===== src/rtl/warp_pkg.sv =====
`default_nettype none

package warp_pkg;

    // datapath and register file sizes
    localparam int DATA_WIDTH = 32;
    localparam int REG_ADDR_WIDTH = 5;

    // program memory
    localparam int PROG_DEPTH = 64;
    localparam int PROG_ADDR_WIDTH = 6;

    // decoded-op queue, slack covers the fetch and decode stages in flight
    localparam int QUEUE_DEPTH = 8;
    localparam int QUEUE_PTR_WIDTH = 3;
    localparam int QUEUE_SLACK = 2;

    localparam int MUL_LATENCY = 3;

    // major opcodes, bits 31..29
    localparam logic [2:0] OPCODE_R = 3'd0;
    localparam logic [2:0] OPCODE_I = 3'd1;
    localparam logic [2:0] OPCODE_UP = 3'd2;
    localparam logic [2:0] OPCODE_HALT = 3'd7;

    // funct4 codes, R-type
    localparam logic [3:0] F4_ADD = 4'b0000;
    localparam logic [3:0] F4_SUB = 4'b0001;
    localparam logic [3:0] F4_MUL = 4'b0010;
    localparam logic [3:0] F4_SLT = 4'b0100;
    localparam logic [3:0] F4_SEQ = 4'b0110;
    localparam logic [3:0] F4_SNEZ = 4'b0111;
    localparam logic [3:0] F4_MIN = 4'b1000;
    localparam logic [3:0] F4_ABS = 4'b1001;
    localparam logic [3:0] F4_SLL = 4'b1010;

    // funct4 codes, I-type
    localparam logic [3:0] F4_ADDI = 4'b0000;
    localparam logic [3:0] F4_MULI = 4'b0010;
    localparam logic [3:0] F4_SLLI = 4'b1010;

    typedef enum logic [3:0] {
        ADD, SUB, MUL, SLT, SEQ, SNEZ, MIN, ABS, SLL, ADDI, MULI, SLLI, PASS_IMM
    } alu_op_t;

    typedef enum logic {
        WB_ALU,
        WB_IMM
    } wb_sel_t;

    typedef struct packed {
        logic [2:0] opcode;
        logic [9:0] spare;
        logic [4:0] rs2;
        logic [3:0] funct4;
        logic [4:0] rs1;
        logic [4:0] rd;
    } instr_r_t;

    // imm14 sits over the spare bits and rs2 of the R view
    typedef struct packed {
        logic [2:0] opcode;
        logic spare;
        logic [13:0] imm14;
        logic [3:0] funct4;
        logic [4:0] rs1;
        logic [4:0] rd;
    } instr_i_t;

    typedef union packed {
        instr_r_t r_view;
        instr_i_t i_view;
    } instr_word_u;

    typedef struct packed {
        alu_op_t alu_op;
        wb_sel_t wb_sel;
        logic [REG_ADDR_WIDTH-1:0] rd;
        logic [REG_ADDR_WIDTH-1:0] rs1;
        logic [REG_ADDR_WIDTH-1:0] rs2;
        logic [DATA_WIDTH-1:0] imm;
        logic reg_write;
        logic halt;
        logic illegal;
    } decoded_op_t;

    typedef struct packed {
        logic [REG_ADDR_WIDTH-1:0] rd;
        logic [DATA_WIDTH-1:0] data;
    } wb_t;

endpackage

`default_nettype wire


===== src/rtl/decoded_queue.sv =====
`default_nettype none

module decoded_queue (
    input wire clk,
    input wire reset,
    input wire push,
    input wire warp_pkg::decoded_op_t push_op,
    input wire pop,
    output warp_pkg::decoded_op_t queue_head,
    output logic queue_empty,
    output logic queue_almost_full
);

    warp_pkg::decoded_op_t entries [warp_pkg::QUEUE_DEPTH];

    logic [warp_pkg::QUEUE_PTR_WIDTH-1:0] wr_ptr;
    logic [warp_pkg::QUEUE_PTR_WIDTH-1:0] rd_ptr;
    logic [warp_pkg::QUEUE_PTR_WIDTH:0] count;

    assign queue_head = entries[rd_ptr];
    assign queue_empty = (count == '0);
    assign queue_almost_full =
        (count >= (warp_pkg::QUEUE_DEPTH - warp_pkg::QUEUE_SLACK));

    // storage, no reset
    always_ff @(posedge clk) begin
        if (push) begin
            entries[wr_ptr] <= push_op;
        end
    end

    always_ff @(posedge clk) begin
        if (reset) begin
            wr_ptr <= '0;
            rd_ptr <= '0;
            count <= '0;
        end else begin
            if (push) begin
                wr_ptr <= wr_ptr + 1'b1;
            end
            if (pop) begin
                rd_ptr <= rd_ptr + 1'b1;
            end
            case ({push, pop})
                2'b10: count <= count + 1'b1;
                2'b01: count <= count - 1'b1;
                default: count <= count;
            endcase
        end
    end

    // the slack upstream has to keep a full queue from ever seeing a push
    a_no_push_full: assert property (
        @(posedge clk) disable iff (reset) !(push && count == warp_pkg::QUEUE_DEPTH)
    ) else $error("push into full queue");

    a_no_pop_empty: assert property (
        @(posedge clk) disable iff (reset) !(pop && queue_empty)
    ) else $error("pop from empty queue");

endmodule

`default_nettype wire


===== config.mk =====
export PLATFORM = sky130hd
export DESIGN_NAME = decoded_queue
export DESIGN_NICKNAME = d
export VERILOG_FILES = /design/src/rtl/warp_pkg.sv /design/src/rtl/decoded_queue.sv
export SDC_FILE = /design/constraint.sdc
export NUM_CORES = 1
export LEC_CHECK = 0
export ABC_AREA = 1
export BUFFER_PORTS_ARGS = -buffer_cell sky130_fd_sc_hd__buf_4
export CORE_UTILIZATION = 35
export CTS_CLUSTER_DIAMETER = 30
export CTS_CLUSTER_SIZE = 20
export DETAILED_ROUTE_END_ITERATION = 10
export SLEW_MARGIN = 10
export SYNTH_ARGS = -nofsm -noshare
export SYNTH_HDL_FRONTEND = slang
export SYNTH_SLANG_ARGS = --single-unit

===== constraint.sdc =====
create_clock -name clk -period 4.1 [get_ports clk]
set_clock_uncertainty 0.05 [all_clocks]
set_input_delay 0.615 -clock clk [delete_from_list [all_inputs] [get_ports clk]]
set_output_delay 0.615 -clock clk [all_outputs]
set_load 0.05 [all_outputs]

==> metrics.log <==
INFO  metric post_cts_resize_count = 0
INFO  metric ctsHtreeMaxLevel = 3
INFO  metric cp_dominant_cell_by_count = sky130_fd_sc_hd__nand2_1
INFO  metric drv_slew = between 50 and 60
INFO  metric rsz0062_at_grt = no
INFO  metric synth_enable_flop_cells = 440
INFO  metric finalNetCount = 1543
INFO  metric timing.max_cap.violations = 0
INFO  metric critical_path.cell_chain = buf_12 -> o21ai_0 -> o21ai_1 -> nand2_1 -> nand2_1 -> buf_4
INFO  metric crit_path_max_incr_delay = between 0.4 and 0.5 ns
INFO  metric synth_top_flop_cell = sky130_fd_sc_hd__edfxtp_1
INFO  metric status = complete, but fails checks
INFO  metric io-pin-count = 116
INFO  metric place.port_buffers = 115
INFO  metric fmax = ~270 MHz
INFO  metric postPlaceCellArea = 0.0193 mm²
INFO  metric synth.area.top_cells = sky130_fd_sc_hd__edfxtp_1, sky130_fd_sc_hd__nor2_1, sky130_fd_sc_hd__nand2_1, sky130_fd_sc_hd__o21ai_0, sky130_fd_sc_hd__mux2i_1
INFO  metric cts_buffer_depth = 3
INFO  metric drt-vias-per-instance = around 4.8
INFO  metric crit_arrival = 2.99 ns
INFO  metric place.gp.congestion = approximately 0.70
INFO  metric root_buffer = sky130_fd_sc_hd__clkbuf_16
INFO  metric syn2layout_area_growth = 26.4%
INFO  metric route.detailed.wl_per_inst = 18.1 µm
INFO  metric grt_start_max_net_pins = ~220
INFO  metric holdBufCountCts = 0
INFO  metric final_hold_viol_count = 0
INFO  metric globalRouteTotalUtil = 0.160
INFO  metric postSynthNetCount = 1383
INFO  metric synthTopCellsByCount = sky130_fd_sc_hd__edfxtp_1, sky130_fd_sc_hd__nor2_1, sky130_fd_sc_hd__nand2_1
INFO  metric chipHeight = 228 µm
INFO  metric path_class = reg -> out
INFO  metric rows = 82
INFO  metric post_synth_instance_area = 0.0178 mm²
INFO  metric clock_latency = 0.61 ns
INFO  metric seq_power_share = 0.378
INFO  metric tritoncts_clock_tree = yes
INFO  metric power.internal = 10.6 mW
INFO  metric first_iter_violations = 775
INFO  metric global_route_wire_length_before_repair = 62000 µm
INFO  metric maximum_ir_drop_on_the_vdd_rail = 0.315 mV
INFO  metric first_global_vias = 10900
INFO  metric cts_post_setup_buffers_inserted = 0
INFO  metric timing.final.crit_period = 3.66 ns
INFO  metric via_count = approximately 11000
INFO  metric synth-seq-cells = 453
INFO  metric fill_cells = 4415
INFO  metric overflow = 0
INFO  metric fin_area = 0.0225 mm²
INFO  metric drive_gt1_frac = 0.193
INFO  metric worst_slew_margin_rel = -0.0205
INFO  metric worstMarginPinSlew = 1.53 ns
INFO  metric postSynthAreaPerCell = 13.5 µm²
INFO  metric cp_slowest_cell = sky130_fd_sc_hd__buf_12
INFO  metric dp.final_hpwl = 19800 µm
INFO  metric detail-route-antenna-nets = 0
INFO  metric worst_setup_hold_path_clk_slew = 0.04 ns
INFO  metric power.density = roughly 600 mW/mm²
INFO  metric synth_warnings = 0
INFO  metric final_core_util = 0.448
INFO  metric route.detailed.drc = 0
INFO  metric setup_total_negative_slack = 0 ns
INFO  metric min-delay-path-class = in -> reg
INFO  metric leakage = 7.93 nW
INFO  metric crit_fanout = 220
INFO  metric netlist_instances = 1319
INFO  metric multi_input_comb_area = 0.00385 mm²
INFO  metric power_switching_share = 0.239
INFO  metric setup_viol = 0
INFO  metric initial_utilization = 0.355
INFO  metric final_min_period_over_clock_period = 0.891
INFO  metric critPathLaunchType = flop
INFO  metric synth_largest_area_cell = sky130_fd_sc_hd__edfxtp_1
INFO  metric seqCellArea = 0.0135 mm²
INFO  metric synth_seq_area_share = 0.757
INFO  metric crit_path_end_kind = output port
INFO  metric net_switching_power = around 3.3 mW
INFO  metric netlist.area_leader.share = 0.742
INFO  metric synth.lib_cells_used.distinct = 27
INFO  metric ffs_w_async_s_r_synth = 0
INFO  metric die-area = 0.0518 mm²
INFO  metric synthMostInstantiatedCell = sky130_fd_sc_hd__edfxtp_1
INFO  metric core-area = 0.0502 mm²
INFO  metric cts_inserted_buffers = 101
INFO  metric clock_sink_count = 453
INFO  metric diodes = 0
INFO  metric required = 3.43 ns
INFO  metric combinationalPowerShare = 0.095
INFO  metric pwr-share-clk = 0.527
INFO  metric chipWidth = 228 µm
INFO  metric violations = max-slew violations
INFO  metric drt_pre_antenna_iters = 4
INFO  metric antenna_found_initial = 1
INFO  metric drt_wl_total = roughly 40000 µm
==> sequential cells by signal (all words and copies together) (netlist names), named ones only <==
signal,cells
entries,440
count,4
rd_ptr,3
wr_ptr,3
==> kinds of logic (layout without fill, tap and decap cells) <==
group | Yosys count | in the layout | share of synthesized area
flip-flops | 453 | 453 | 0.757
AND/OR/NAND/NOR | 420 | 420 | 0.0906
AO/OA/AOI/OAI | 293 | 293 | 0.0864
buffers and inverters | 90 | 334 | 0.0304
multiplexers | 55 | 55 | 0.0309
adder cells (fa/ha/maj) | 5 | 5 | 0.00351
XOR/XNOR | 3 | 3 | 0.00148
==> cell type report <==
cell class | count | area share
well taps | 672 | 0.0374
clock inverters | 57 | 0.0217
inverters | 13 | 0.00228
flip-flops and latches | 453 | 0.599
clock buffers | 130 | 0.119
repair buffers | 134 | 0.0492
multi-input cells | 776 | 0.171
==> worst paths after layout <==
kind         slack, ns             end  cells after the start       from
min reg2reg       0.44       wr_ptr[0]                      2  wr_ptr[0]
max reg2reg       2.13  entries[5][39]                      3  wr_ptr[0]
min               0.16            flop                      2      reset
max               0.44  queue_head[13]                      6       flop
==> power by group through the flow <==
stage / sequential (mW) / clock, mW / combinational, mW
floorplan: 5.32 / 0 / 0.917
global placement: 5.32 / 0 / 1.31
detailed placement: 5.32 / 0 / 1.33
CTS: 5.25 / 7.45 / 1.34
global route: 5.25 / 7.70 / 1.43
finish: 5.25 / 7.33 / 1.32
==> worst max-delay path: cells and delay by family (launching register included) <==
kind	cells	cell delay, ns
buffers and inverters	2	0.72
AO/OA/AOI/OAI	2	0.47
flip-flops	1	0.36
AND/OR/NAND/NOR	2	0.25
==> routing by layer <==
layer / routed length [µm] / share of wire / track usage
met1: 18400 / 0.45 / 0.210
met3: 2180 / 0.054 / 0.0395
met2: 19200 / 0.47 / 0.255
met4: 741 / 0.018 / 0.0606
met5: 9 / 0.00022 / 0
==> cells in the final DEF, fill, tap and decap left out, types with 6 or more instances in the layout <==
cell	Yosys	layout
sky130_fd_sc_hd__clkinv_2	0	23
sky130_fd_sc_hd__nor2_4	0	8
sky130_fd_sc_hd__mux2i_1	55	55
sky130_fd_sc_hd__dfxtp_1	13	10
sky130_fd_sc_hd__clkbuf_1	37	27
sky130_fd_sc_hd__o22ai_1	55	55
sky130_fd_sc_hd__nor2_1	225	217
sky130_fd_sc_hd__clkbuf_16	0	103
sky130_fd_sc_hd__o21ai_1	95	95
sky130_fd_sc_hd__nand2_1	179	179
sky130_fd_sc_hd__a21oi_1	10	10
sky130_fd_sc_hd__inv_1	11	11
sky130_fd_sc_hd__clkinvlp_4	0	6
sky130_fd_sc_hd__bufinv_16	0	7
sky130_fd_sc_hd__buf_12	7	8
sky130_fd_sc_hd__buf_4	2	126
sky130_fd_sc_hd__clkinv_1	0	16
sky130_fd_sc_hd__nor2_2	10	10
sky130_fd_sc_hd__o21ai_0	132	132
sky130_fd_sc_hd__edfxtp_1	440	440
==> metrics by stage <==
step | instances | hold WS (ns) | setup WS (ns) | power [mW]
detailed placement | 2048 | 0.437 | 1.32 | 6.66
floorplan | 1319 | 0.410 | 0.265 | 6.24
finish | 2235 | 0.161 | 0.445 | 13.9
global placement | 2048 | 0.431 | 1.30 | 6.63
global route | 2235 | 0.152 | 0.438 | 14.4
CTS | 2235 | 0.128 | 0.632 | 14.0
Note: power is estimated with default switching activity, not from simulation.
