==> config.mk <==
export PLATFORM = sky130hd
export DESIGN_NAME = scalar_exec
export DESIGN_NICKNAME = d
export VERILOG_FILES = /design/src/rtl/warp_pkg.sv /design/src/rtl/scalar_exec.sv
export SDC_FILE = /design/constraint.sdc
export NUM_CORES = 2
export LEC_CHECK = 0
export BUFFER_PORTS_ARGS = -buffer_cell sky130_fd_sc_hd__buf_2
export CAP_MARGIN = 30
export CORE_MARGIN = 1.5
export CORE_UTILIZATION = 65
export CTS_CLUSTER_DIAMETER = 40
export DETAILED_ROUTE_END_ITERATION = 7
export HOLD_SLACK_MARGIN = 0.08
export PLACE_DENSITY = 0.78
export SLEW_MARGIN = 15
export SYNTH_ARGS = -nofsm -noshare
export SYNTH_HDL_FRONTEND = slang
export SYNTH_SLANG_ARGS = --single-unit
export TNS_END_PERCENT = 100
==> constraint.sdc <==
create_clock -name clk -period 20.9 [get_ports clk]
set_input_delay 3.135 -clock clk [delete_from_list [all_inputs] [get_ports clk]]
set_output_delay 3.135 -clock clk [all_outputs]
set_load 0.1 [all_outputs]
==> src/rtl/warp_pkg.sv <==
`default_nettype none

package warp_pkg;

    // datapath and register file sizes
    localparam int DATA_WIDTH = 32;
    localparam int REG_ADDR_WIDTH = 5;

    // program memory
    localparam int PROG_DEPTH = 64;
    localparam int PROG_ADDR_WIDTH = 6;

    // decoded-op queue, slack covers the fetch and decode stages in flight
    localparam int QUEUE_DEPTH = 8;
    localparam int QUEUE_PTR_WIDTH = 3;
    localparam int QUEUE_SLACK = 2;

    localparam int MUL_LATENCY = 3;

    // major opcodes, bits 31..29
    localparam logic [2:0] OPCODE_R = 3'd0;
    localparam logic [2:0] OPCODE_I = 3'd1;
    localparam logic [2:0] OPCODE_UP = 3'd2;
    localparam logic [2:0] OPCODE_HALT = 3'd7;

    // funct4 codes, R-type
    localparam logic [3:0] F4_ADD = 4'b0000;
    localparam logic [3:0] F4_SUB = 4'b0001;
    localparam logic [3:0] F4_MUL = 4'b0010;
    localparam logic [3:0] F4_SLT = 4'b0100;
    localparam logic [3:0] F4_SEQ = 4'b0110;
    localparam logic [3:0] F4_SNEZ = 4'b0111;
    localparam logic [3:0] F4_MIN = 4'b1000;
    localparam logic [3:0] F4_ABS = 4'b1001;
    localparam logic [3:0] F4_SLL = 4'b1010;

    // funct4 codes, I-type
    localparam logic [3:0] F4_ADDI = 4'b0000;
    localparam logic [3:0] F4_MULI = 4'b0010;
    localparam logic [3:0] F4_SLLI = 4'b1010;

    typedef enum logic [3:0] {
        ADD, SUB, MUL, SLT, SEQ, SNEZ, MIN, ABS, SLL, ADDI, MULI, SLLI, PASS_IMM
    } alu_op_t;

    typedef enum logic {
        WB_ALU,
        WB_IMM
    } wb_sel_t;

    typedef struct packed {
        logic [2:0] opcode;
        logic [9:0] spare;
        logic [4:0] rs2;
        logic [3:0] funct4;
        logic [4:0] rs1;
        logic [4:0] rd;
    } instr_r_t;

    // imm14 sits over the spare bits and rs2 of the R view
    typedef struct packed {
        logic [2:0] opcode;
        logic spare;
        logic [13:0] imm14;
        logic [3:0] funct4;
        logic [4:0] rs1;
        logic [4:0] rd;
    } instr_i_t;

    typedef union packed {
        instr_r_t r_view;
        instr_i_t i_view;
    } instr_word_u;

    typedef struct packed {
        alu_op_t alu_op;
        wb_sel_t wb_sel;
        logic [REG_ADDR_WIDTH-1:0] rd;
        logic [REG_ADDR_WIDTH-1:0] rs1;
        logic [REG_ADDR_WIDTH-1:0] rs2;
        logic [DATA_WIDTH-1:0] imm;
        logic reg_write;
        logic halt;
        logic illegal;
    } decoded_op_t;

    typedef struct packed {
        logic [REG_ADDR_WIDTH-1:0] rd;
        logic [DATA_WIDTH-1:0] data;
    } wb_t;

endpackage

`default_nettype wire

==> src/rtl/scalar_exec.sv <==
`default_nettype none

module scalar_exec (
    input wire clk,
    input wire reset,
    input wire queue_empty,
    input wire warp_pkg::decoded_op_t queue_head,
    output logic pop,
    output logic wb_valid,
    output warp_pkg::wb_t wb,
    output logic halted,
    output logic fault
);

    logic [warp_pkg::DATA_WIDTH-1:0] reg_file [2 ** warp_pkg::REG_ADDR_WIDTH];

    logic [warp_pkg::DATA_WIDTH-1:0] rs1_data;
    logic [warp_pkg::DATA_WIDTH-1:0] rs2_data;
    logic [warp_pkg::DATA_WIDTH-1:0] alu_result;
    logic [warp_pkg::DATA_WIDTH-1:0] wb_data;
    logic is_mul;
    logic stop_op;
    logic single_wr;
    logic mul_wr;

    // multiply delay line, stage 0 holds the product
    warp_pkg::wb_t mul_pipe [warp_pkg::MUL_LATENCY-1];
    logic [warp_pkg::MUL_LATENCY-2:0] mul_valid;
    logic mul_busy;

    // x0 reads as zero
    assign rs1_data = (queue_head.rs1 == '0) ? '0 : reg_file[queue_head.rs1];
    assign rs2_data = (queue_head.rs2 == '0) ? '0 : reg_file[queue_head.rs2];

    always_comb begin
        case (queue_head.alu_op)
            warp_pkg::ADD: alu_result = rs1_data + rs2_data;
            warp_pkg::SUB: alu_result = rs1_data - rs2_data;
            warp_pkg::MUL: alu_result = rs1_data * rs2_data;
            warp_pkg::SLT: alu_result = {31'b0, $signed(rs1_data) < $signed(rs2_data)};
            warp_pkg::SEQ: alu_result = {31'b0, rs1_data == rs2_data};
            warp_pkg::SNEZ: alu_result = {31'b0, rs1_data != '0};
            warp_pkg::MIN: begin
                alu_result = ($signed(rs1_data) < $signed(rs2_data)) ? rs1_data : rs2_data;
            end
            warp_pkg::ABS: alu_result = rs1_data[31] ? (~rs1_data + 1'b1) : rs1_data;
            warp_pkg::SLL: alu_result = rs1_data << rs2_data[4:0];
            warp_pkg::ADDI: alu_result = rs1_data + queue_head.imm;
            warp_pkg::MULI: alu_result = rs1_data * queue_head.imm;
            warp_pkg::SLLI: alu_result = rs1_data << queue_head.imm[4:0];
            warp_pkg::PASS_IMM: alu_result = queue_head.imm;
            default: alu_result = '0;
        endcase
    end

    assign wb_data = (queue_head.wb_sel == warp_pkg::WB_IMM) ? queue_head.imm : alu_result;
    assign is_mul = (queue_head.alu_op == warp_pkg::MUL) || (queue_head.alu_op == warp_pkg::MULI);
    assign stop_op = queue_head.halt || queue_head.illegal;

    assign mul_busy = |mul_valid;
    assign pop = !queue_empty && !halted && !mul_busy;

    assign single_wr = pop && !stop_op && !is_mul && queue_head.reg_write
        && (queue_head.rd != '0);
    assign mul_wr = mul_valid[warp_pkg::MUL_LATENCY-2]
        && (mul_pipe[warp_pkg::MUL_LATENCY-2].rd != '0);

    // control state
    always_ff @(posedge clk) begin
        if (reset) begin
            halted <= 1'b0;
            fault <= 1'b0;
            wb_valid <= 1'b0;
            mul_valid <= '0;
        end else begin
            wb_valid <= single_wr || mul_wr;
            mul_valid[0] <= pop && !stop_op && is_mul;
            for (int i = 1; i < warp_pkg::MUL_LATENCY - 1; i++) begin
                mul_valid[i] <= mul_valid[i-1];
            end
            if (pop && stop_op) begin
                halted <= 1'b1;
                fault <= queue_head.illegal;
            end
        end
    end

    // register file, writeback and multiply payload
    always_ff @(posedge clk) begin
        mul_pipe[0].rd <= queue_head.rd;
        mul_pipe[0].data <= alu_result;
        for (int i = 1; i < warp_pkg::MUL_LATENCY - 1; i++) begin
            mul_pipe[i] <= mul_pipe[i-1];
        end

        if (single_wr) begin
            reg_file[queue_head.rd] <= wb_data;
            wb.rd <= queue_head.rd;
            wb.data <= wb_data;
        end else if (mul_wr) begin
            reg_file[mul_pipe[warp_pkg::MUL_LATENCY-2].rd] <=
                mul_pipe[warp_pkg::MUL_LATENCY-2].data;
            wb <= mul_pipe[warp_pkg::MUL_LATENCY-2];
        end
    end

    // nothing older than the halt may still be in the multiplier
    a_no_wb_after_halt: assert property (
        @(posedge clk) disable iff (reset) halted |=> !wb_valid
    ) else $error("writeback after halt");

endmodule

`default_nettype wire

==> metrics <==
status finished, violations left; failing checks DRC; critical path peak fanout 52; Die Y 377 um; Post-CTS Setup Bufs 0; GR Util All Layers 0.496; via count 68.2k; CTS Buf Count 113; period utilisation layout 0.729; hold-critical path depth 0; worst-skew pair later-pin latency 0.73 ns; fmax 65.6 MHz; DP HPWL 224000 um; vias in the first global route 70.6k; die area 142000 sq um; R2R setup slack about 9.3 ns; CP max stage delay 0.89 ns; register area roughly 33000 sq um; initial antenna violation count 19; Hold Path Origin mul_pipe[0][12]; Primary FF master, synth edfxtp_1; mean number of vias per cell 7.24; Final Slew Violations 0; FF-to-FF path depth 31; CP Launch Type input port; Initial Utilization 0.654; Syn Inst Count 7425; Final setup viols 0; R2R Path End reg_file[29][23]; layout cells sized above 1 0.169; Netlist cell types 102; Synth Register Bits 1140; clk slew on worst S/H paths 0.07 ns; antenna viol nets, final 0; Worst Path Class, Setup in2reg; Multi-input gate area 52300 sq um; endpoint class of the critical path flip-flop; CTS Hold Bufs 0; Reg2Reg Launch Point reg_file[17][5]; Post-synth EDFFs 1061; Final TNS setup 0 ns; Layout area overhead 7.70%; pin count of the biggest net entering global routing 114; Tmin final ~15 ns; port bufs 98; cell area after synthesis 91100 sq um; CP top delay family adder cells; clk root buf clkbuf_16; total grt overflow 0; # DRC 13; Slew @ Worst Pin approximately 1.2 ns; GRT busiest layer met2; Final #Nets 8624; Ports 99; Critical Path RT 21.31 ns; Hold WC Path Type reg2reg; Final Hold Viols 0; GR Util met1 0.601; Seq/Total Area, Yosys 0.367; drt pass-1 iters 8; die width 377 um; met3 GRT Util 0.173; Max-Cap Viols 0; Worst Skew ~0.03 ns; hold-critical path endpoint mul_pipe[0][49]; row count 137; WP depth 37; Layout fillers ~9k; post-cts resize count 0; clk buf depth 3; first-pass GRT wire length 495000 um; critical path buffer and inverter count 13; met2 GRT Util 0.731; slowest library cell on the worst path a211oi_1; Mapped Avg Cell Area between 10 and 15 sq um; WL/cell about 37 um; Worst Path Arrival 15.65 ns; commonest non-fill, non-tap cell in the layout edfxtp_1; CTS tree yes; routability cong. 1.08; Iteration-0 DRC Markers roughly 11k; CTS sink count 1140; most frequent cells in the layout edfxtp_1 (1061), inv_1 (974), fa_1 (818), nand2_1 (790), mux4_2 (555); Synth async-reset ratio 0; warnings from Yosys 0; RSZ-0062 raised after global routing no; slew margin rel. 0.182; H-tree levels 3; final WL 345000 um; Core Region 139000 sq um; CP most frequent cell fa_1
-- cells by family (layout without fill, tap and decap cells) --
logic type,Yosys count,in the layout,synth area share
AOI/OAI and AO/OA,823,823,0.0605
xor gates and xnor gates,222,222,0.0236
adders and majority gates,1144,1144,0.224
buffers and inverters,1462,1525,0.0657
DFF,1140,1140,0.367
muxes,810,810,0.166
other,1,49,0.0000412
and+or+nand+nor,1823,1823,0.0924
-- worst register-to-register path, delay by kind of cell, from the launching register on --
family          cells  cell delay, ns
buf+inv             7            1.38
mux                 4            2.14
fa+ha+maj           9            3.78
flops               1            0.40
compound gates      8            2.86
simple gates        3            0.66
-- worst max path at each step --
stage / endpoint / slack (ns) / from
6_report: reg_file[5][21] / 5.66 / queue_head[42]
3_3_place_gp: reg_file[30][27] / 5.49 / queue_head[42]
5_1_grt: reg_file[7][23] / 5.45 / queue_head[40]
3_5_place_dp: reg_file[12][23] / 5.43 / queue_head[40]
2_1_floorplan: reg_file[0][29] / 8.05 / queue_head[40]
4_1_cts: reg_file[12][23] / 6.10 / queue_head[40]
-- synth_stat cells, drive strengths merged, types with 23 or more instances --
cell type	count	area, sq um
clkbuf	296	1110
a21o	51	383
and2	297	1860
mux2i	186	1860
xor2	51	447
o22ai	45	282
nor2b	31	194
nor3	47	263
o21a	27	203
and3	65	407
o31ai	23	186
o211ai	27	208
mux2	69	777
a31oi	23	156
a21oi	205	1030
nor2	409	1540
buf	180	1170
or3	27	169
o21ai	162	818
fa	818	16400
mux4	555	12500
dfxtp	79	1580
ha	326	4080
edfxtp	1061	31900
nand2b	43	269
xnor2	156	1370
a22oi	41	323
nand2	792	2970
inv	982	3690
nand3	40	205
a211oi	47	363
-- registers in the layout, summed over array words and instances (netlist names) --
name and flops:
mul_valid 2, halted 1, wb 37, mul_pipe 74, fault 1, reg_file 1024, wb_valid 1
-- final cells by class --
class | instances | share of cell area
antenna | 17 | 0.000434
inverter | 986 | 0.0378
timing repair buffer | 327 | 0.0243
tap | 1876 | 0.0239
clock inverter | 78 | 0.00842
sequential | 1140 | 0.341
clock buffer | 134 | 0.0310
multi-input combinational | 4854 | 0.533
-- routing by layer --
metal / part of all wire / wire length, um
met5: 0.00036 / 126
met4: 0.099 / 34100
met3: 0.15 / 52100
met2: 0.43 / 150000
met1: 0.32 / 109000
-- metrics by stage --
step | hold WS (ns) | utilization | instance area (sq um) | worst slack [ns] | cells
after global routing | 0.324 | 0.704 | 98100 | 5.45 | 9397
after global placement | 0.310 | 0.674 | 93900 | 5.49 | 9157
final | 0.318 | 0.704 | 98100 | 5.66 | 9412
after CTS | 0.319 | 0.703 | 98000 | 6.10 | 9388
after detailed placement | 0.313 | 0.676 | 94100 | 5.43 | 9176
after floorplan | 0.310 | - | 91200 | 8.05 | 7456
Power is not shown: default switching activity piles up to over one toggle a cycle in this logic, so the estimate is an artifact.
