**config.mk**
```make
export PLATFORM = sky130hd
export DESIGN_NAME = instr_decoder
export DESIGN_NICKNAME = d
export VERILOG_FILES = /design/src/rtl/warp_pkg.sv /design/src/rtl/instr_decoder.sv
export SDC_FILE = /design/constraint.sdc
export NUM_CORES = 1
export LEC_CHECK = 0
export BUFFER_PORTS_ARGS = -buffer_cell sky130_fd_sc_hd__buf_2
export CAP_MARGIN = 20
export CORE_ASPECT_RATIO = 1.1
export CORE_MARGIN = 4
export CORE_UTILIZATION = 52
export DETAILED_ROUTE_END_ITERATION = 8
export GPL_TIMING_DRIVEN = 0
export PLACE_DENSITY = 0.85
export SLEW_MARGIN = 15
export SYNTH_ARGS = -nofsm -noshare
export SYNTH_HDL_FRONTEND = slang
export SYNTH_SLANG_ARGS = --single-unit
```
**constraint.sdc**
```tcl
create_clock -name clk -period 2.55 [get_ports clk]
set_input_delay 0.1275 -clock clk [delete_from_list [all_inputs] [get_ports clk]]
set_output_delay 0.1275 -clock clk [all_outputs]
set_load 0.005 [all_outputs]
```
**src/rtl/warp_pkg.sv**
```systemverilog
`default_nettype none

package warp_pkg;

    // datapath and register file sizes
    localparam int DATA_WIDTH = 32;
    localparam int REG_ADDR_WIDTH = 5;

    // program memory
    localparam int PROG_DEPTH = 64;
    localparam int PROG_ADDR_WIDTH = 6;

    // decoded-op queue, slack covers the fetch and decode stages in flight
    localparam int QUEUE_DEPTH = 8;
    localparam int QUEUE_PTR_WIDTH = 3;
    localparam int QUEUE_SLACK = 2;

    localparam int MUL_LATENCY = 3;

    // major opcodes, bits 31..29
    localparam logic [2:0] OPCODE_R = 3'd0;
    localparam logic [2:0] OPCODE_I = 3'd1;
    localparam logic [2:0] OPCODE_UP = 3'd2;
    localparam logic [2:0] OPCODE_HALT = 3'd7;

    // funct4 codes, R-type
    localparam logic [3:0] F4_ADD = 4'b0000;
    localparam logic [3:0] F4_SUB = 4'b0001;
    localparam logic [3:0] F4_MUL = 4'b0010;
    localparam logic [3:0] F4_SLT = 4'b0100;
    localparam logic [3:0] F4_SEQ = 4'b0110;
    localparam logic [3:0] F4_SNEZ = 4'b0111;
    localparam logic [3:0] F4_MIN = 4'b1000;
    localparam logic [3:0] F4_ABS = 4'b1001;
    localparam logic [3:0] F4_SLL = 4'b1010;

    // funct4 codes, I-type
    localparam logic [3:0] F4_ADDI = 4'b0000;
    localparam logic [3:0] F4_MULI = 4'b0010;
    localparam logic [3:0] F4_SLLI = 4'b1010;

    typedef enum logic [3:0] {
        ADD, SUB, MUL, SLT, SEQ, SNEZ, MIN, ABS, SLL, ADDI, MULI, SLLI, PASS_IMM
    } alu_op_t;

    typedef enum logic {
        WB_ALU,
        WB_IMM
    } wb_sel_t;

    typedef struct packed {
        logic [2:0] opcode;
        logic [9:0] spare;
        logic [4:0] rs2;
        logic [3:0] funct4;
        logic [4:0] rs1;
        logic [4:0] rd;
    } instr_r_t;

    // imm14 sits over the spare bits and rs2 of the R view
    typedef struct packed {
        logic [2:0] opcode;
        logic spare;
        logic [13:0] imm14;
        logic [3:0] funct4;
        logic [4:0] rs1;
        logic [4:0] rd;
    } instr_i_t;

    typedef union packed {
        instr_r_t r_view;
        instr_i_t i_view;
    } instr_word_u;

    typedef struct packed {
        alu_op_t alu_op;
        wb_sel_t wb_sel;
        logic [REG_ADDR_WIDTH-1:0] rd;
        logic [REG_ADDR_WIDTH-1:0] rs1;
        logic [REG_ADDR_WIDTH-1:0] rs2;
        logic [DATA_WIDTH-1:0] imm;
        logic reg_write;
        logic halt;
        logic illegal;
    } decoded_op_t;

    typedef struct packed {
        logic [REG_ADDR_WIDTH-1:0] rd;
        logic [DATA_WIDTH-1:0] data;
    } wb_t;

endpackage

`default_nettype wire

```
**src/rtl/instr_decoder.sv**
```systemverilog
`default_nettype none

module instr_decoder (
    input wire clk,
    input wire reset,
    input wire fetch_valid,
    input wire warp_pkg::instr_word_u fetch_word,
    output logic dec_valid,
    output warp_pkg::decoded_op_t dec_op
);

    logic [warp_pkg::DATA_WIDTH-1:0] imm_i;
    logic [19:0] imm_u;

    // I immediate, sign-extended from 14 bits
    assign imm_i = {
        {(warp_pkg::DATA_WIDTH - 14){fetch_word.i_view.imm14[13]}},
        fetch_word.i_view.imm14
    };

    // upper immediate lives in bits 28..9
    assign imm_u = {
        fetch_word.i_view.spare,
        fetch_word.i_view.imm14,
        fetch_word.i_view.funct4,
        fetch_word.i_view.rs1[4]
    };

    always_ff @(posedge clk) begin
        if (reset) begin
            dec_valid <= 1'b0;
        end else begin
            dec_valid <= fetch_valid;
        end
    end

    always_ff @(posedge clk) begin
        if (fetch_valid) begin
            // start every record from defaults
            dec_op.alu_op <= warp_pkg::ADD;
            dec_op.wb_sel <= warp_pkg::WB_ALU;
            dec_op.rd <= '0;
            dec_op.rs1 <= '0;
            dec_op.rs2 <= '0;
            dec_op.imm <= '0;
            dec_op.reg_write <= 1'b0;
            dec_op.halt <= 1'b0;
            dec_op.illegal <= 1'b0;

            case (fetch_word.r_view.opcode)
                warp_pkg::OPCODE_R: begin
                    dec_op.rd <= fetch_word.r_view.rd;
                    dec_op.rs1 <= fetch_word.r_view.rs1;
                    dec_op.rs2 <= fetch_word.r_view.rs2;
                    dec_op.reg_write <= 1'b1;

                    case (fetch_word.r_view.funct4)
                        warp_pkg::F4_ADD: dec_op.alu_op <= warp_pkg::ADD;
                        warp_pkg::F4_SUB: dec_op.alu_op <= warp_pkg::SUB;
                        warp_pkg::F4_MUL: dec_op.alu_op <= warp_pkg::MUL;
                        warp_pkg::F4_SLT: dec_op.alu_op <= warp_pkg::SLT;
                        warp_pkg::F4_SEQ: dec_op.alu_op <= warp_pkg::SEQ;
                        warp_pkg::F4_SNEZ: dec_op.alu_op <= warp_pkg::SNEZ;
                        warp_pkg::F4_MIN: dec_op.alu_op <= warp_pkg::MIN;
                        warp_pkg::F4_ABS: dec_op.alu_op <= warp_pkg::ABS;
                        warp_pkg::F4_SLL: dec_op.alu_op <= warp_pkg::SLL;
                        default: begin
                            dec_op.illegal <= 1'b1;
                            dec_op.reg_write <= 1'b0;
                        end
                    endcase
                end

                warp_pkg::OPCODE_I: begin
                    dec_op.rd <= fetch_word.i_view.rd;
                    dec_op.rs1 <= fetch_word.i_view.rs1;
                    dec_op.imm <= imm_i;
                    dec_op.reg_write <= 1'b1;

                    case (fetch_word.i_view.funct4)
                        warp_pkg::F4_ADDI: dec_op.alu_op <= warp_pkg::ADDI;
                        warp_pkg::F4_MULI: dec_op.alu_op <= warp_pkg::MULI;
                        warp_pkg::F4_SLLI: dec_op.alu_op <= warp_pkg::SLLI;
                        default: begin
                            dec_op.illegal <= 1'b1;
                            dec_op.reg_write <= 1'b0;
                        end
                    endcase
                end

                warp_pkg::OPCODE_UP: begin
                    // LUI
                    dec_op.rd <= fetch_word.i_view.rd;
                    dec_op.imm <= {imm_u, 12'b0};
                    dec_op.alu_op <= warp_pkg::PASS_IMM;
                    dec_op.wb_sel <= warp_pkg::WB_IMM;
                    dec_op.reg_write <= 1'b1;
                end

                warp_pkg::OPCODE_HALT: begin
                    dec_op.halt <= 1'b1;
                end

                default: begin
                    dec_op.illegal <= 1'b1;
                end
            endcase
        end
    end

    a_halt_xor_illegal: assert property (
        @(posedge clk) disable iff (reset) dec_valid |-> !(dec_op.illegal && dec_op.halt)
    ) else $error("decoded record marked both halt and illegal");

endmodule

`default_nettype wire

```
==> impl_metrics.py <==
metrics = {
    "status": {
        "status": "finished, final reports clean",
    },
    "placement": {
        "dp.cells": 297,
        "dpl_worst_slack_ns": 1.13,
        "place_hpwl_um": 3830,
        "finalWeightedCongestion": 0.779,
        "buffer_ports.inserted": 87,
    },
    "yosys": {
        "postSynthNetCount": 191,
        "syn-cell-area_um2": 2330,
        "synth_area_per_cell_um2": 15.0,
        "syn-instance-count": 156,
        "synth.lib_cells_used.distinct": 34,
        "synthArstFlopShare": 0,
        "synthFlopType": "edfxtp_1",
        "yosys_register_bits": 56,
        "yosys_warns": 0,
        "ys_seq_area_frac": 0.717,
        "synth_enable_flop_cells": 55,
    },
    "timing": {
        "min_period_ns": 1.00,
        "fmax_ghz": 0.995,
        "report.final.hold_viol_count": 0,
        "timing.slew.headroom": 0.544,
        "slew_violations": 0,
        "tightest_slew_ns": 0.683,
        "timing.final.setup_violations": 0,
        "setup_tns_ns": 0,
        "setup_repair_after_global_routing_missed_its_margin": "false",
        "final.period_utilization": 0.394,
        "postLayoutSetupSlackWorst_ns": 1.55,
    },
    "min_path": {
        "min_to": "dec_op[34]",
        "min_delay_path_depth": 2,
        "min_delay_src": "fetch_word[28]",
        "hold_path.class": "in2reg",
    },
    "floorplan": {
        "die_height_um": 78.2,
        "floorplan.rows": 25,
        "pin_count": 91,
        "die_area_um2": 5620,
        "fp.dieW_um": 71.9,
        "starting_utilization_of_the_core_area": 0.540,
        "core_region_area_um2": 4320,
    },
    "global_routing": {
        "number_of_global_route_vias_before_repair": 1585,
        "gr-usage-all-layers": 0.194,
        "pin_count_of_the_biggest_net_entering_global_routing": 57,
        "grt_pass1_wl_um": 8180,
        "initial_antenna_violation_count": 0,
        "grt-ovfl-total": 0,
    },
    "finish": {
        "seq_cell_area_um2": 1670,
        "postLayoutCoreUtil": 0.678,
        "final_net_count": 286,
        "layout_common_cells": "buf_2 (89), edfxtp_1 (55), a21o_1 (18), and2_1 (15), and3_1 (13)",
        "area_of_the_multi_input_gates_um2": 552,
        "final_common_cell": "buf_2",
        "nFillCells": 305,
        "antenna_cells": 0,
        "flow.area_growth_from_synthesis_pct": 25.4,
        "post_route_cells_drive_above_1_share": 0.426,
        "instances_no_fill": 305,
    },
    "cts": {
        "cts_tree": "yes",
        "htreeDepth": 2,
        "post_cts_resized": 0,
        "cts.root.buffer_cell": "clkbuf_8",
        "clkTransAtPathRegs_ns": 0.09,
        "ctsLongestPathBuffers": 2,
        "cts.sinks": 56,
        "numCtsBuffers": 5,
    },
    "setup_path": {
        "worst-path-max-fanout": 10,
        "crit_required_ns": 2.60,
        "critPathMaxStageDelay_ns": 0.28,
        "crit_cells": 5,
        "arrival_ns": 1.05,
        "worst_path_cell_trace": "buf_2 > nand2b_1 > nor2_2 > buf_2 > nor3_1",
        "worstPathBufferInverterCount": 2,
        "start_kind": "input port",
        "critPathMostFrequentCell": "buf_2",
        "cp_top_family": "simple AND/OR/NAND/NOR gates",
        "worst_path_max_delay_cell": "buf_2",
        "cp-end-kind": "flop",
        "critical_path_class": "in2reg",
    },
    "flow_run": {
        "max_cap_viol_count": 0,
    },
    "pwr": {
        "peakVddDrop_uv": 276,
        "power.density_nw_per_um2": 601,
        "power.leakage_nw": 1.37,
        "design_power_total_mw": 1.76,
    },
    "detailed_routing": {
        "wl_per_cell_um": 17.6,
        "drt-initial-drc-count": 113,
        "first_pass_iters": 4,
        "postRouteWirelength_um": 5370,
        "viasPerCell": 5.33,
        "drtAntennaViolNets": 0,
        "drc": 0,
        "vias": 1627,
    },
}
[where the power goes]
part / total [mW] / internal, mW / switching, mW / leakage (nW)
sequential: 1.10 / 1.08 / 0.0159 / 0.534
clock: 0.444 / 0.187 / 0.257 / 0.0410
combinational: 0.215 / 0.0996 / 0.115 / 0.793
[synth_stat cells (all sizes together), types with 2 or more instances]
master | instances | share of area
a32oi | 2 | 0.0075
nor3 | 4 | 0.0086
nor2b | 3 | 0.0080
buf | 9 | 0.035
o21ai | 2 | 0.0043
edfxtp | 55 | 0.71
and3 | 14 | 0.040
a21oi | 5 | 0.011
inv | 4 | 0.0064
nor2 | 6 | 0.012
and2 | 15 | 0.040
clkbuf | 3 | 0.0048
nor3b | 2 | 0.0064
a21o | 18 | 0.058
[final cells by class]
cell class / instances / share of cell area
clock buffer: 6 / 0.0248
buffer: 12 / 0.0321
inverter: 4 / 0.00513
clock inverter: 1 / 0.00171
multi-input combinational: 84 / 0.189
tap: 54 / 0.0231
timing repair buffer: 88 / 0.153
sequential: 56 / 0.571
[flip-flops by register name, summed over array words and instances, names as in the netlist]
name and count:
dec_op 55, dec_valid 1
[cell families after synthesis]
logic type	count (synthesis)	synth area share
simple gates	49	0.128
xor+xnor	1	0.00376
compound gates	33	0.100
flops	56	0.717
mux	1	0.00483
buf+inv	16	0.0467
[per-stage QoR]
stage	hold slack [ns]	cell area, µm²
finish	0.0903	2930
global route	0.0859	2930
CTS	0.0898	2920
detailed placement	0.299	2840
global placement	0.288	2840
floorplan	0.199	2330
[repair_timing]
item                                    in CTS  in global routing
hold endpoints to repair                     1                  0
hold buffers                                 1                  0
buffers inserted                             0                  0
endpoints found under the setup margin       0                  0
[worst max-delay path by stage]
stage                            end  slack, ns           start
final                      dec_op[0]       1.55  fetch_word[29]
after global routing       dec_op[0]       1.52  fetch_word[29]
after CTS                 dec_op[46]       1.45     fetch_valid
after detailed placement  dec_op[51]       1.13     fetch_valid
after global placement    dec_op[40]       1.15     fetch_valid
after floorplan            dec_op[2]       1.45  fetch_word[12]
[layer usage]
metal | up-vias | GRT usage | wire [µm]
li1 | 763 | - | -
met1 | 768 | 0.211 | 1840
met2 | 84 | 0.352 | 2940
met3 | 12 | 0.0435 | 438
met4 | 0 | 0.0940 | 153
met5 | - | 0 | 0
No activity file was read; power rests on OpenSTA's default activity.
