<file path="src/rtl/warp_pkg.sv">
`default_nettype none

package warp_pkg;

    // datapath and register file sizes
    localparam int DATA_WIDTH = 32;
    localparam int REG_ADDR_WIDTH = 5;

    // program memory
    localparam int PROG_DEPTH = 64;
    localparam int PROG_ADDR_WIDTH = 6;

    // decoded-op queue, slack covers the fetch and decode stages in flight
    localparam int QUEUE_DEPTH = 8;
    localparam int QUEUE_PTR_WIDTH = 3;
    localparam int QUEUE_SLACK = 2;

    localparam int MUL_LATENCY = 3;

    // major opcodes, bits 31..29
    localparam logic [2:0] OPCODE_R = 3'd0;
    localparam logic [2:0] OPCODE_I = 3'd1;
    localparam logic [2:0] OPCODE_UP = 3'd2;
    localparam logic [2:0] OPCODE_HALT = 3'd7;

    // funct4 codes, R-type
    localparam logic [3:0] F4_ADD = 4'b0000;
    localparam logic [3:0] F4_SUB = 4'b0001;
    localparam logic [3:0] F4_MUL = 4'b0010;
    localparam logic [3:0] F4_SLT = 4'b0100;
    localparam logic [3:0] F4_SEQ = 4'b0110;
    localparam logic [3:0] F4_SNEZ = 4'b0111;
    localparam logic [3:0] F4_MIN = 4'b1000;
    localparam logic [3:0] F4_ABS = 4'b1001;
    localparam logic [3:0] F4_SLL = 4'b1010;

    // funct4 codes, I-type
    localparam logic [3:0] F4_ADDI = 4'b0000;
    localparam logic [3:0] F4_MULI = 4'b0010;
    localparam logic [3:0] F4_SLLI = 4'b1010;

    typedef enum logic [3:0] {
        ADD, SUB, MUL, SLT, SEQ, SNEZ, MIN, ABS, SLL, ADDI, MULI, SLLI, PASS_IMM
    } alu_op_t;

    typedef enum logic {
        WB_ALU,
        WB_IMM
    } wb_sel_t;

    typedef struct packed {
        logic [2:0] opcode;
        logic [9:0] spare;
        logic [4:0] rs2;
        logic [3:0] funct4;
        logic [4:0] rs1;
        logic [4:0] rd;
    } instr_r_t;

    // imm14 sits over the spare bits and rs2 of the R view
    typedef struct packed {
        logic [2:0] opcode;
        logic spare;
        logic [13:0] imm14;
        logic [3:0] funct4;
        logic [4:0] rs1;
        logic [4:0] rd;
    } instr_i_t;

    typedef union packed {
        instr_r_t r_view;
        instr_i_t i_view;
    } instr_word_u;

    typedef struct packed {
        alu_op_t alu_op;
        wb_sel_t wb_sel;
        logic [REG_ADDR_WIDTH-1:0] rd;
        logic [REG_ADDR_WIDTH-1:0] rs1;
        logic [REG_ADDR_WIDTH-1:0] rs2;
        logic [DATA_WIDTH-1:0] imm;
        logic reg_write;
        logic halt;
        logic illegal;
    } decoded_op_t;

    typedef struct packed {
        logic [REG_ADDR_WIDTH-1:0] rd;
        logic [DATA_WIDTH-1:0] data;
    } wb_t;

endpackage

`default_nettype wire

</file>
<file path="src/rtl/instr_fetch.sv">
`default_nettype none

module instr_fetch (
    input wire clk,
    input wire reset,
    input wire load_en,
    input wire [warp_pkg::PROG_ADDR_WIDTH-1:0] load_addr,
    input wire [warp_pkg::DATA_WIDTH-1:0] load_word,
    input wire start,
    input wire queue_almost_full,
    input wire halted,
    output logic fetch_valid,
    output logic [warp_pkg::DATA_WIDTH-1:0] fetch_word
);

    logic [warp_pkg::DATA_WIDTH-1:0] prog_mem [warp_pkg::PROG_DEPTH];

    // one extra bit so the counter can sit at the end of memory
    logic [warp_pkg::PROG_ADDR_WIDTH:0] pc;
    logic running;
    logic at_end;
    logic issue;

    assign at_end = (pc >= warp_pkg::PROG_DEPTH);
    assign issue = running && !halted && !queue_almost_full && !at_end;

    // program load port
    always_ff @(posedge clk) begin
        if (load_en) begin
            prog_mem[load_addr] <= load_word;
        end
    end

    always_ff @(posedge clk) begin
        if (reset) begin
            running <= 1'b0;
            pc <= '0;
        end else if (start) begin
            running <= 1'b1;
            pc <= '0;
        end else if (running && (halted || at_end)) begin
            running <= 1'b0;
        end else if (issue) begin
            pc <= pc + 1'b1;
        end
    end

    always_ff @(posedge clk) begin
        if (reset) begin
            fetch_valid <= 1'b0;
        end else begin
            fetch_valid <= issue;
        end
    end

    // word register, qualified by fetch_valid
    always_ff @(posedge clk) begin
        if (issue) begin
            fetch_word <= prog_mem[pc[warp_pkg::PROG_ADDR_WIDTH-1:0]];
        end
    end

    // memory must not change under a running program
    a_no_load_while_running: assert property (
        @(posedge clk) disable iff (reset) running |-> !load_en
    ) else $error("program load while fetch is running");

endmodule

`default_nettype wire

</file>
<file path="config.mk">
export PLATFORM = sky130hd
export DESIGN_NAME = instr_fetch
export DESIGN_NICKNAME = d
export VERILOG_FILES = /design/src/rtl/warp_pkg.sv /design/src/rtl/instr_fetch.sv
export SDC_FILE = /design/constraint.sdc
export NUM_CORES = 2
export LEC_CHECK = 0
export ABC_AREA = 0
export BUFFER_PORTS_ARGS = -buffer_cell sky130_fd_sc_hd__buf_2
export CAP_MARGIN = 10
export CORE_UTILIZATION = 56
export DETAILED_ROUTE_END_ITERATION = 16
export PLACE_DENSITY_LB_ADDON = 0.12
export SYNTH_ARGS = -nofsm -noshare
export SYNTH_HDL_FRONTEND = slang
export SYNTH_SLANG_ARGS = --single-unit
</file>
<file path="constraint.sdc">
create_clock -name clk -period 4.15 [get_ports clk]
set_input_delay 0.2075 -clock clk [delete_from_list [all_inputs] [get_ports clk]]
set_output_delay 0.2075 -clock clk [all_outputs]
set_load 0.03 [all_outputs]
</file>
==> impl.org <==
** Logic synthesis
- Dividing the synthesized area by the synthesized cell count gives around 23 um2.
- Yosys synthesis warning count :: 0
- Post-synthesis async set-or-reset flop share :: 0
- In this run the cell area of the synthesized design comes to roughly 79000 um2.
- When the netlist entered floorplanning its net count stood at about 3500.
- The synthesized design contains around 2100 enable-type register cells.
- Most area-consuming cells after synthesis :: sky130_fd_sc_hd__edfxtp_1 79%, sky130_fd_sc_hd__mux4_2 15%, sky130_fd_sc_hd__a22oi_1 1.3%, sky130_fd_sc_hd__mux2i_1 1.2%, sky130_fd_sc_hd__nor2_1 0.44%
- Number of distinct library cells after synthesis :: 45
- Share of synthesized area occupied by flip-flops and latches :: 0.790
- Yosys top cell area share :: 0.788
- By count the netlist is led by 2080 x sky130_fd_sc_hd__edfxtp_1, 514 x sky130_fd_sc_hd__mux4_2, 133 x sky130_fd_sc_hd__a22oi_1, 94 x sky130_fd_sc_hd__nor2_1.
- Synthesis produced around 3400 cells.
- Cell taking the most area after synthesis :: sky130_fd_sc_hd__edfxtp_1
- Top_reg_cell synth :: sky130_fd_sc_hd__edfxtp_1
- Number of flip-flops and latches in the synthesized netlist :: between 2000 and 2500
- Dominant cell by count in the synthesized netlist :: sky130_fd_sc_hd__edfxtp_1

** Detailed routing
- Before antenna repair, the detailed router went through 5 iterations.
- DRC Markers :: 0
- 1st-iter DRT viols :: roughly 4700
- Routed vias :: approximately 38000
- Routed WL :: about 200 mm
- DR WL/cell :: between 30 and 40 um
- Remaining number of nets flagged by the antenna check after routing :: 0
- Using the TritonRoute via totals, the vias-per-cell ratio works out to between 6 and 7.

** Clocking
- The number of clock buffers added by TritonCTS is 200.
- Max Root-Sink Buffers :: 3
- In this run, post-CTS repair resized a total of 0 instances.
- TritonCTS built the clock tree.
- Later-pin clock latency in the skew report :: about 0.82 ns
- The tree built by TritonCTS fans out to 2089 sinks.
- Clock transition at the registers of the reported paths :: 0.06 ns
- The H-tree generated during clock tree synthesis spans 4 levels.
- Clock tree root buffer cell :: sky130_fd_sc_hd__clkbuf_16

** Floorplanning
- Die Span Y :: 378 um
- FP Rows :: roughly 140
- IO Count :: between 70 and 80
- In this run the horizontal extent of the chip is around 380 um.
- Core Region :: about 140000 um2
- The die covers roughly 140000 um2.
- Initial core utilization :: 0.566

** Power and ir drop
- Of the total power, the clock network draws 0.429.
- Switching Fraction :: 0.196
- The analysis attributes to net switching a power of a little over 8 mW.
- The internal power of the cells totals roughly 34 mW.
- Power spread over the standard cell area amounts to around 470 nW/um2.
- In this run the static leakage power is 27.2 nW.
- Share of total power in sequential cells :: 0.553
- Proportion of power drawn by combinational gates :: 0.018
- IR analysis of the VDD net gives a maximum drop of approximately 0.00067 V.

** Timing
- The worst path meets setup with between 0.3 and 0.4 ns of slack.
- Static timing analysis puts the maximum clock frequency at 266 MHz.
- Number of failing setup endpoints in the final timing report :: 0
- In the final timing run, aggregate negative setup slack is 0 ns.
- The worst pin sits at a relative slew slack of 0.142.
- The worst path in the final design needs a cycle of ~3.8 ns, including I/O delays and setup.
- Transition time at the pin with the least slew margin :: ~1.3 ns
- Final Cycle Share :: 0.906
- The number of failing hold endpoints at the final stage came to 0.
- Final clock skew :: 0.0331 ns
- Max-slew violation total from the final report :: 0
- RSZ-0062 raised after global routing :: no

** Layout
- Ratio of cells with drive above 1 in the final layout :: 0.290
- Fin util :: 0.642
- For this run, the post-layout net count is 3738.
- Number of fill cells in the layout :: just over 9000
- Compared with the post-synthesis result, the final layout area differs by 13.5%.

** Critical path
- Critical path launch point :: pc[0]$_SDFFE_PP0P_
- Type of destination of the critical path :: flop
- The critical path is of the flop to flop type.
- Worst setup SP type :: flop
- The startpoint identified for the worst register-to-register timing path is pc[0]$_SDFFE_PP0P_.
- Data on the critical path is required at its endpoint by between 4 and 5 ns.
- Critical path arrival :: roughly 4.3 ns
- Maximum fanout along the worst path :: between 40 and 50

** Global route
- The number of global-route vias before repair was just under 40000.
- Global-route wire length before repair :: between 200 and 300 mm
- Entering global routing, the biggest net connects 75 pins.
- Residual overflow from global routing :: 0
- The initial antenna violation count was 16.
- Total routing resource utilization after global routing :: 0.287

** Place
- Input and output buffers added on the ports amount to 76.
- Detailed placement finished with a half-perimeter wire length of around 110 mm.
- At the placement stage, the worst setup path has a slack of about 0.37 ns.
- Placer's final routability congestion estimate :: a little over 0.8

** Hold path
- The tightest min-delay check is of the input port to flop type.
- In this run the most critical hold path is launched from load_word[25].

** Status
- The run finished with clean final reports.

** Run
- Max-cap check violation count :: 0
## power groups by stage
stage	Sequential (mW)	Clock [mW]	Combinational, mW
global route	23.4	19.2	0.800
global placement	23.8	0	0.699
finish	23.4	18.2	0.757
floorplan	23.8	0	0.234
detailed placement	23.8	0	0.741
CTS	23.4	18.4	0.745
## flip-flops by register name, summed over array words and instances, names as in the netlist
register / cells
pc: 7
fetch_word: 32
prog_mem: 2048
fetch_valid: 1
running: 1
## worst paths after layout
kind | endpoint | slack [ns] | cells past startpoint
max reg2reg | fetch_word[16]$_DFFE_PP_ | 0.39 | 7
max | fetch_word[16]$_DFFE_PP_ | 0.39 | 7
min reg2reg | pc[6]$_SDFFE_PP0P_ | 0.71 | 2
min | prog_mem[51][25]$_DFFE_PP_ | 0.06 | 2
## metrics by stage
stage | cells | hold WS [ns] | instance area [um2] | power (mW)
2_1_floorplan | 3424 | 0.279 | 79300 | 24.1
3_3_place_gp | 5354 | 0.388 | 83300 | 24.5
3_5_place_dp | 5354 | 0.403 | 83300 | 24.6
4_1_cts | 5732 | 0.0256 | 89900 | 42.5
5_1_grt | 5739 | 0.0781 | 89900 | 43.4
6_report | 5746 | 0.0629 | 90000 | 42.3
## layout by cell type, fill, tap and decap left out, types with 37 or more instances in the layout
cell type | synthesis | layout
sky130_fd_sc_hd__clkinv_1 | 0 | 53
sky130_fd_sc_hd__a22oi_1 | 133 | 133
sky130_fd_sc_hd__buf_4 | 26 | 125
sky130_fd_sc_hd__nand3_1 | 38 | 38
sky130_fd_sc_hd__buf_12 | 1 | 42
sky130_fd_sc_hd__mux4_2 | 514 | 514
sky130_fd_sc_hd__mux2i_1 | 92 | 92
sky130_fd_sc_hd__a21oi_1 | 37 | 37
sky130_fd_sc_hd__edfxtp_1 | 2080 | 2080
sky130_fd_sc_hd__clkbuf_1 | 62 | 39
sky130_fd_sc_hd__clkbuf_16 | 0 | 205
sky130_fd_sc_hd__nand2_1 | 92 | 92
sky130_fd_sc_hd__buf_2 | 61 | 76
sky130_fd_sc_hd__nor2_4 | 0 | 63
## worst max-delay path, cell delays in order, from the launching register on
cell                       delay (ns)
sky130_fd_sc_hd__dfxtp_4         0.72
sky130_fd_sc_hd__buf_12          0.39
sky130_fd_sc_hd__buf_12          0.37
sky130_fd_sc_hd__mux4_2          0.56
sky130_fd_sc_hd__mux2i_1         0.18
sky130_fd_sc_hd__nor2_1          0.08
sky130_fd_sc_hd__a211oi_1        0.89
sky130_fd_sc_hd__nor3_1          0.14
## logic make-up after synthesis
group	synth area share
and+or+nand+nor	0.0163
adders and majority gates	0.000158
muxes	0.158
DFF	0.790
buffers and inverters	0.0129
xor gates and xnor gates	0.000552
AOI/OAI and AO/OA	0.0226
## layout make-up
| type | count | area [um2] | share of cell area |
|---|---|---|---|
| Sequential cell | 2089 | 62700 | 0.696 |
| Multi-Input combinational cell | 1149 | 16200 | 0.180 |
| Clock buffer | 244 | 5280 | 0.0586 |
| Tap cell | 1876 | 2350 | 0.0261 |
| Timing Repair Buffer | 253 | 2260 | 0.0251 |
| Clock inverter | 127 | 1260 | 0.0140 |
| Antenna cell | 8 | 20.0 | 0.000223 |
## routing by layer
metal  routed length [um]  part of all wire  GRT usage
met1                78900              0.39      0.412
met2                98100              0.49      0.458
met3                19400             0.096     0.0587
met4                 4700             0.023     0.0735
met5                   22           0.00011          0
## repair_timing
action,in CTS,in global routing
buffers inserted,0,0
hold buffers,7,3
endpoints found under the hold margin,25,48
No activity file was read; power rests on OpenSTA's default activity.
